**config.mk**
```make
export PLATFORM = sky130hd
export DESIGN_NAME = ccu_ifetch_top
export DESIGN_NICKNAME = d
export VERILOG_FILES = /design/src/logic/ccu_pkg.sv /design/src/logic/ifq_entry.sv /design/src/logic/ifq.sv /design/src/logic/ccu_mem_req.sv /design/src/logic/ccu_line_assembler.sv /design/src/logic/ccu_ifetch_top.sv
export SDC_FILE = /design/constraint.sdc
export NUM_CORES = 1
export LEC_CHECK = 0
export BUFFER_PORTS_ARGS = -buffer_cell sky130_fd_sc_hd__buf_4
export CORE_ASPECT_RATIO = 0.5
export CORE_MARGIN = 5
export CORE_UTILIZATION = 50
export CTS_CLUSTER_DIAMETER = 120
export DETAILED_ROUTE_END_ITERATION = 8
export PLACE_DENSITY = 0.72
export SETUP_SLACK_MARGIN = 0.15
export SLEW_MARGIN = 5
export SYNTH_ARGS = -nofsm -noshare
export SYNTH_HDL_FRONTEND = slang
export SYNTH_SLANG_ARGS = --single-unit
```
**constraint.sdc**
```tcl
create_clock -name clk -period 18.5 [get_ports clk]
set_clock_uncertainty 0.15 [all_clocks]
set_input_delay 3.7 -clock clk [delete_from_list [all_inputs] [get_ports clk]]
set_output_delay 3.7 -clock clk [all_outputs]
set_load 0.01 [all_outputs]
```
**src/logic/ccu_pkg.sv**
```systemverilog
/*
 * Shared sizes and state encodings for the instruction-fetch CCU.
 * The line size must be a whole number of memory beats and the
 * queue depth must be a power of two so the index width is exact.
 * Addresses passed between blocks are line addresses without offset.
 */

package ccu_pkg;

    // Address and line geometry
    localparam int ADDR_WIDTH      = 32;
    localparam int LINE_BYTES      = 16;
    localparam int OFFSET_WIDTH    = $clog2(LINE_BYTES);
    localparam int LINE_ADDR_WIDTH = ADDR_WIDTH - OFFSET_WIDTH;
    localparam int LINE_WIDTH      = LINE_BYTES * 8;

    // Memory beats
    localparam int MEM_DATA_WIDTH  = 32;
    localparam int BEATS_PER_LINE  = LINE_WIDTH / MEM_DATA_WIDTH;
    localparam int BEAT_IDX_WIDTH  = $clog2(BEATS_PER_LINE);

    // Instruction fetch queue
    localparam int IFQ_DEPTH       = 4;
    localparam int IFQ_IDX_WIDTH   = $clog2(IFQ_DEPTH);

    typedef enum logic [1:0] {
        INVALID = 2'b00,
        VALID   = 2'b01
    } ifq_entry_state_t;

    typedef enum logic [1:0] {
        IDLE = 2'b00,
        REQ  = 2'b01,
        WAIT = 2'b10
    } mem_req_state_t;

endpackage

```
**src/logic/ifq_entry.sv**
```systemverilog
/*
 * Single IFQ slot with a two-state occupancy FSM.
 * The stored line address is only meaningful while o_valid is high.
 * i_alloc_en and i_done are never expected in the same cycle.
 */

`timescale 1ns/1ps

module ifq_entry import ccu_pkg::*; (
    input  logic                       clk,
    input  logic                       i_arst_n,

    input  logic                       i_alloc_en,
    input  logic [LINE_ADDR_WIDTH-1:0] i_alloc_addr,
    input  logic                       i_done,

    output logic                       o_valid,
    output logic [LINE_ADDR_WIDTH-1:0] o_addr
);

    ifq_entry_state_t state_r;
    ifq_entry_state_t state_next;
    logic [LINE_ADDR_WIDTH-1:0] addr_r;

    always_comb begin
        state_next = state_r;
        case (state_r)
            INVALID: if (i_alloc_en) state_next = VALID;
            VALID:   if (i_done) state_next = INVALID;
            default: state_next = INVALID;
        endcase
    end

    always_ff @(posedge clk or negedge i_arst_n) begin
        if (!i_arst_n) begin
            state_r <= INVALID;
        end else begin
            state_r <= state_next;
        end
    end

    // Address captured on allocation only
    always_ff @(posedge clk) begin
        if (i_alloc_en) begin
            addr_r <= i_alloc_addr;
        end
    end

    assign o_valid = (state_r != INVALID);
    assign o_addr  = addr_r;

endmodule

```
**src/logic/ifq.sv**
```systemverilog
/*
 * Instruction fetch queue holding outstanding line misses.
 * A miss that matches a valid entry, or arrives while full, is dropped
 * without any indication back to the cache.
 * Entries are served strictly in allocation order through the head.
 */

`timescale 1ns/1ps

module ifq import ccu_pkg::*; (
    input  logic                       clk,
    input  logic                       i_arst_n,

    input  logic                       i_miss_en,
    input  logic [LINE_ADDR_WIDTH-1:0] i_miss_addr,
    input  logic                       i_line_done,

    output logic                       o_ifq_full,
    output logic                       o_head_valid,
    output logic [LINE_ADDR_WIDTH-1:0] o_head_addr
);

    logic [IFQ_DEPTH-1:0]       entry_valid;
    logic [LINE_ADDR_WIDTH-1:0] entry_addr [IFQ_DEPTH];
    logic [IFQ_DEPTH-1:0]       entry_alloc;
    logic [IFQ_DEPTH-1:0]       entry_done;
    logic [IFQ_DEPTH-1:0]       addr_match;

    logic [IFQ_IDX_WIDTH-1:0] head_r;
    logic [IFQ_IDX_WIDTH-1:0] tail_r;
    logic                     full;
    logic                     alloc;

    genvar gi;
    generate
        for (gi = 0; gi < IFQ_DEPTH; gi++) begin : g_entry
            // Hit only against occupied slots
            assign addr_match[gi]  = entry_valid[gi] && (entry_addr[gi] == i_miss_addr);
            assign entry_alloc[gi] = alloc && (tail_r == IFQ_IDX_WIDTH'(gi));
            assign entry_done[gi]  = i_line_done && (head_r == IFQ_IDX_WIDTH'(gi));

            ifq_entry u_entry (
                .clk          (clk),
                .i_arst_n     (i_arst_n),
                .i_alloc_en   (entry_alloc[gi]),
                .i_alloc_addr (i_miss_addr),
                .i_done       (entry_done[gi]),
                .o_valid      (entry_valid[gi]),
                .o_addr       (entry_addr[gi])
            );
        end
    endgenerate

    assign full  = &entry_valid;
    assign alloc = i_miss_en && !full && !(|addr_match);

    // Head and tail wrap at the last slot
    always_ff @(posedge clk or negedge i_arst_n) begin
        if (!i_arst_n) begin
            head_r <= '0;
            tail_r <= '0;
        end else begin
            if (alloc) begin
                tail_r <= (tail_r == IFQ_IDX_WIDTH'(IFQ_DEPTH - 1)) ? '0 : tail_r + 1'b1;
            end
            if (i_line_done) begin
                head_r <= (head_r == IFQ_IDX_WIDTH'(IFQ_DEPTH - 1)) ? '0 : head_r + 1'b1;
            end
        end
    end

    assign o_ifq_full   = full;
    assign o_head_valid = entry_valid[head_r];
    assign o_head_addr  = entry_addr[head_r];

endmodule

```
**src/logic/ccu_mem_req.sv**
```systemverilog
/*
 * Memory request sequencer for the IFQ head entry.
 * Only one line fetch is outstanding at a time; the FSM holds in WAIT
 * until the line assembler reports completion.
 * o_mem_addr is stable from the request cycle until the next request.
 */

`timescale 1ns/1ps

module ccu_mem_req import ccu_pkg::*; (
    input  logic                       clk,
    input  logic                       i_arst_n,

    input  logic                       i_head_valid,
    input  logic [LINE_ADDR_WIDTH-1:0] i_head_addr,
    input  logic                       i_line_done,

    output logic                       o_mem_req,
    output logic [LINE_ADDR_WIDTH-1:0] o_mem_addr
);

    mem_req_state_t state_r;
    mem_req_state_t state_next;
    logic [LINE_ADDR_WIDTH-1:0] addr_r;

    always_comb begin
        state_next = state_r;
        case (state_r)
            IDLE:    if (i_head_valid) state_next = REQ;
            REQ:     state_next = WAIT;
            WAIT:    if (i_line_done) state_next = IDLE;
            default: state_next = IDLE;
        endcase
    end

    always_ff @(posedge clk or negedge i_arst_n) begin
        if (!i_arst_n) begin
            state_r <= IDLE;
        end else begin
            state_r <= state_next;
        end
    end

    // Head address sampled as the request is launched
    always_ff @(posedge clk) begin
        if (state_r == IDLE && i_head_valid) begin
            addr_r <= i_head_addr;
        end
    end

    // Request pulse lasts exactly the single REQ cycle
    assign o_mem_req  = (state_r == REQ);
    assign o_mem_addr = addr_r;

endmodule

```
**src/logic/ccu_line_assembler.sv**
```systemverilog
/*
 * Collects BEATS_PER_LINE memory beats into one cache line.
 * Beat 0 lands in the lowest MEM_DATA_WIDTH bits of the line.
 * Beats outside a request window are ignored; memory errors are not handled.
 * Fill and done pulse together the cycle after the last beat.
 */

`timescale 1ns/1ps

module ccu_line_assembler import ccu_pkg::*; (
    input  logic                       clk,
    input  logic                       i_arst_n,

    input  logic                       i_mem_req,
    input  logic [LINE_ADDR_WIDTH-1:0] i_mem_addr,
    input  logic                       i_mem_data_valid,
    input  logic [MEM_DATA_WIDTH-1:0]  i_mem_data,

    output logic                       o_fill_en,
    output logic [LINE_ADDR_WIDTH-1:0] o_fill_addr,
    output logic [LINE_WIDTH-1:0]      o_fill_data,
    output logic                       o_line_done
);

    logic                       busy_r;
    logic [BEAT_IDX_WIDTH-1:0]  beat_cnt_r;
    logic                       fill_r;
    logic [LINE_ADDR_WIDTH-1:0] addr_r;
    logic [LINE_WIDTH-1:0]      line_r;
    logic                       beat_en;
    logic                       last_beat;

    assign beat_en   = busy_r && i_mem_data_valid;
    assign last_beat = beat_en && (beat_cnt_r == BEAT_IDX_WIDTH'(BEATS_PER_LINE - 1));

    always_ff @(posedge clk or negedge i_arst_n) begin
        if (!i_arst_n) begin
            busy_r     <= 1'b0;
            beat_cnt_r <= '0;
            fill_r     <= 1'b0;
        end else begin
            fill_r <= last_beat;
            if (i_mem_req) begin
                busy_r     <= 1'b1;
                beat_cnt_r <= '0;
            end else if (beat_en) begin
                beat_cnt_r <= beat_cnt_r + 1'b1;
                if (last_beat) busy_r <= 1'b0;
            end
        end
    end

    // Line payload and address
    always_ff @(posedge clk) begin
        if (i_mem_req) begin
            addr_r <= i_mem_addr;
        end
        if (beat_en) begin
            line_r[beat_cnt_r * MEM_DATA_WIDTH +: MEM_DATA_WIDTH] <= i_mem_data;
        end
    end

    assign o_fill_en   = fill_r;
    assign o_line_done = fill_r;
    assign o_fill_addr = addr_r;
    assign o_fill_data = line_r;

endmodule

```
**src/logic/ccu_ifetch_top.sv**
```systemverilog
/*
 * Instruction-fetch side of the CCU: miss queue, memory sequencer
 * and line assembler. The cache must accept every fill; there is
 * no back-pressure on o_fill_en. Dropped misses are not reported.
 */

`timescale 1ns/1ps

module ccu_ifetch_top import ccu_pkg::*; (
    input  logic                       clk,
    input  logic                       i_arst_n,

    input  logic                       i_miss_en,
    input  logic [LINE_ADDR_WIDTH-1:0] i_miss_addr,
    output logic                       o_ifq_full,

    output logic                       o_mem_req,
    output logic [LINE_ADDR_WIDTH-1:0] o_mem_addr,
    input  logic                       i_mem_data_valid,
    input  logic [MEM_DATA_WIDTH-1:0]  i_mem_data,

    output logic                       o_fill_en,
    output logic [LINE_ADDR_WIDTH-1:0] o_fill_addr,
    output logic [LINE_WIDTH-1:0]      o_fill_data
);

    logic                       head_valid;
    logic [LINE_ADDR_WIDTH-1:0] head_addr;
    logic                       mem_req;
    logic [LINE_ADDR_WIDTH-1:0] mem_addr;
    logic                       line_done;

    ifq u_ifq (
        .clk          (clk),
        .i_arst_n     (i_arst_n),
        .i_miss_en    (i_miss_en),
        .i_miss_addr  (i_miss_addr),
        .i_line_done  (line_done),
        .o_ifq_full   (o_ifq_full),
        .o_head_valid (head_valid),
        .o_head_addr  (head_addr)
    );

    ccu_mem_req u_mem_req (
        .clk          (clk),
        .i_arst_n     (i_arst_n),
        .i_head_valid (head_valid),
        .i_head_addr  (head_addr),
        .i_line_done  (line_done),
        .o_mem_req    (mem_req),
        .o_mem_addr   (mem_addr)
    );

    // Request pulse also opens the assembler capture window
    ccu_line_assembler u_line_asm (
        .clk              (clk),
        .i_arst_n         (i_arst_n),
        .i_mem_req        (mem_req),
        .i_mem_addr       (mem_addr),
        .i_mem_data_valid (i_mem_data_valid),
        .i_mem_data       (i_mem_data),
        .o_fill_en        (o_fill_en),
        .o_fill_addr      (o_fill_addr),
        .o_fill_data      (o_fill_data),
        .o_line_done      (line_done)
    );

    assign o_mem_req  = mem_req;
    assign o_mem_addr = mem_addr;

endmodule

```
==> summary.md <==
| Metric | Value |
|---|---|
| Slew Limit Fails | `0` |
| TNS Setup | `0 ns` |
| Mapped Area | `0.0127 mm2` |
| Hold Crit Endpoint | `u_line_asm.o_fill_addr[2]` |
| GRT Residual Overflow | `0` |
| DRC | `0` |
| Mux contribution to synthesized area | `about 5.3%` |
| Largest family of logic cells by synthesized area | `simple AND/OR/NAND/NOR gates` |
| Layout cells sized above 1 | `roughly a third` |
| Xor-xnor portion of the synthesized cell area | `7.54%` |
| I/O Buffers | `between 200 and 300` |
| Crit-path max FO | `33` |
| WP data arrival | `approximately 2.1 ns` |
| Routed WL | `30,100 um` |
| Run status | `completed` |
| Top Family by Delay on Critical Path | `simple AND/OR/NAND/NOR gates` |
| Netlist cell types | `40` |
| EDFF count, synth | `approximately 300` |
| Worst hold slack | `between 0.3 and 0.4 ns` |
| Synth Area in Simple Gates | `just under 10%` |
| Max_slew headroom | `29.5%` |
| Type of origin of the critical path | `register` |
| Cells along the critical path | `nor2b_4 -> buf_4` |
| Power Dens Cells | `around 150 mW/mm2` |
| Main synth FF type | `edfxtp_1` |
| WL/cell | `about 22 um` |
| Synth Area in Compound Gates | `between 1 and 1.5%` |
| Ys async rst share | `around 4.5%` |
| Yosys top cell area share | `a little over two thirds` |
| I/O pin count | `251` |
| Clock sinks | `between 300 and 400` |
| Vias per Instance | `~5.2` |
| Buf/Inv on CP | `1` |
| Clock Tree Root | `clkbuf_16` |
| Die Y | `approximately 120 um` |
| Setup WS post-layout | `about 13 ns` |
| Htree depth | `1` |
| Register area share after synthesis | `approximately 73%` |
| Clock power frac | `between 20% and 30%` |
| Die X-Extent | `~240 um` |
| Largest net degree at the start of global routing | `35` |
| Switching Share | `just over 30%` |
| Initial Util | `50.5%` |
| Ys Warns | `0` |
| Pre-Repair DR Iteration Count | `5` |
| Cell row count | `41` |
| Max stage delay on crit path | `slightly below 0.9 ns` |
| Tightest Pin Transition | `around 1.1 ns` |
| CTS resizes | `0` |
| Critical path class | `reg2out` |
| Gpl congestion | `about 0.85` |
| Worst slack, placed | `~12 ns` |
| Initial antenna violation count | `0` |
| Layout net count | `about 1,100` |
| Area Overhead vs Synth | `24.8%` |
| Worst Hold Launch | `u_mem_req.o_mem_addr[2]` |
| N_diodes | `0` |
| Crit path max-delay cell type | `nor2b_4` |
| Register-to-register path setup slack | `15.78 ns` |
| Flops & latches, synth | `310` |
| Sequential power share | `around 47%` |
| Vias | `7,046` |
| Internal power | `approximately 1.6 mW` |
| Vias in the first global route | `about 7,000` |
| Post-synthesis cell count | `~740` |
| Post-Syn Nets | `slightly above 800` |
| Fmax | `approximately 170 MHz` |
| CTS tree | `built` |
| Skew-Pair Late Insertion Delay | `between 0.5 and 0.6 ns` |
| HPWL Detailed | `between 20,000 and 25,000 um` |
| Unrepaired setup endpoints after global routing | `false` |
| Die ar. | `~0.029 mm2` |
| Worst R2R Start | `u_ifq.g_entry[2].u_entry.o_addr[16]` |
| Mapped Avg Cell Area | `about 17 um2` |
| Combinational Power Share | `roughly 28%` |
| First-pass GRT wire length | `between 40,000 and 50,000 um` |
| Psw | `slightly above 0.7 mW` |
| Final hold vios | `0` |
| LEAKAGE | `5.72 nW` |
| DRT antenna net count | `0` |
| Clock slew at reported path FFs | `approximately 0.060 ns` |
| Min Clock Period, post-route | `just under 6 ns` |
| Post-CTS Hold Fix Bufs | `0` |
| CTS buffer count | `28` |
| Area leader, netlist | `edfxtp_1` |
| Endpoints failing setup | `0` |
| Max IR drop VDD | `0.0911 mV` |
| Post-CTS Setup Inserts | `0` |
| Top post-synthesis cells by count | `edfxtp_1 (296), and2_1 (129), xnor2_1 (107), mux4_2 (28), nand4_1 (24)` |
| Clock Path Buffers | `3` |
| Synth Area in Adders | `1.28%` |
| Fin crit share | `about a third` |
| Worst Reg-to-Reg Cells | `6` |
| Hold Path Cell Cnt | `0` |
| Total track usage | `just over 20%` |
| Worst hold path class | `reg2reg` |
| CP Capture Type | `output pin` |
| Starting DRT DRC Count | `about 570` |
| Top-count cell post-synth | `edfxtp_1` |
| Max_cap viols | `0` |
| CORE AREA | `between 0.02 and 0.03 mm2` |
| Worst endpoint required time | `about 15 ns` |
| End of the worst register-to-register path | `u_ifq.g_entry[2].u_entry.o_addr[8]` |
| Top area cells in the synthesized netlist | `edfxtp_1 (70%), xnor2_1 (7.4%), and2_1 (6.4%)` |
flip-flops by register name (all words and copies together) (netlist names), 4 cells and up:
| signal | cells |
|---|---|
| u_ifq.g_entry.u_entry.o_addr | 112 |
| u_line_asm.o_fill_addr | 28 |
| u_mem_req.o_mem_addr | 28 |
| u_ifq.g_entry.u_entry.state_r | 4 |
| u_line_asm.o_fill_data | 128 |
final cells by class:
class | count | area [um2]
Fill cell | 1820 | 9280
Sequential cell | 310 | 9240
Multi-Input combinational cell | 373 | 3220
Timing Repair Buffer | 259 | 1940
Clock buffer | 34 | 744
Tap cell | 344 | 430
Clock inverter | 17 | 165
Inverter | 15 | 56.3
cell families after synthesis:
logic type | count (synthesis)
fa+ha+maj | 13
xor+xnor | 109
mux | 31
compound gates | 17
buf+inv | 58
simple gates | 203
flops | 310
worst max-delay path by stage:
stage | to | startpoint | slack (ns) | depth (start not counted)
floorplan | u_ifq.g_entry[0].u_entry.o_addr[0] | i_miss_addr[13] | 12.17 | 7
global placement | u_ifq.g_entry[1].u_entry.o_addr[2] | i_miss_addr[7] | 12.38 | 7
detailed placement | u_ifq.g_entry[1].u_entry.o_addr[15] | i_miss_addr[7] | 12.35 | 7
CTS | o_mem_req | u_mem_req.state_r[0] | 12.45 | 2
global route | o_mem_req | u_mem_req.state_r[0] | 12.38 | 2
finish | o_mem_req | u_mem_req.state_r[0] | 12.55 | 2
metrics by stage:
step                      instances  instance area [um2]  util (%)  power, mW
final                          1352                15800      63.0       2.34
after global routing           1352                15800      63.0       2.45
after CTS                      1352                15800      63.0       2.37
after detailed placement       1301                14900      59.4       1.79
after global placement         1301                14900      59.4       1.78
after floorplan                 741                12700         -       1.46
layer usage:
| metal | GRT usage [%] | up-vias | wire [um] |
|---|---|---|---|
| met4 | 3.50 | 0 | 427 |
| met5 | 0 | - | 0 |
| met2 | 33.9 | 302 | 14500 |
| met3 | 4.56 | 30 | 2430 |
| met1 | 28.5 | 3512 | 12700 |
| li1 | - | 3202 | - |
cells in the final DEF (no fill, tap or decap), types with 3 or more instances in the layout:
cell and count:
and2_1 129, and3_1 3, buf_4 259, bufinv_16 3, clkbuf_1 5, clkbuf_16 29, clkinv_1 7, clkinv_2 4
dfrtp_1 12, edfxtp_1 296, ha_1 13, inv_1 15, mux4_2 28, nand2_1 14, nand3_1 6, nand4_1 24
nor2_1 5, nor2_4 4, nor3b_2 3, nor4_1 6, o21ai_0 3, o31ai_1 4, xnor2_1 107
power by group through the flow:
stage | clock network [mW] | registers [mW] | logic [mW]
after floorplan | 0 | 1.14 | 0.314
after global placement | 0 | 1.12 | 0.661
after detailed placement | 0 | 1.13 | 0.666
after CTS | 0.591 | 1.11 | 0.669
after global routing | 0.621 | 1.13 | 0.707
final | 0.578 | 1.11 | 0.655
worst reg2reg max path, stage by stage (launching register included):
cell and delay, ns:
edfxtp_1 0.42, xnor2_1 0.16, nand4_1 0.16, nor4_2 0.08, a211oi_2 0.30, nand3_4 0.23
nor2_4 0.82
No activity file was read; power rests on OpenSTA's default activity.
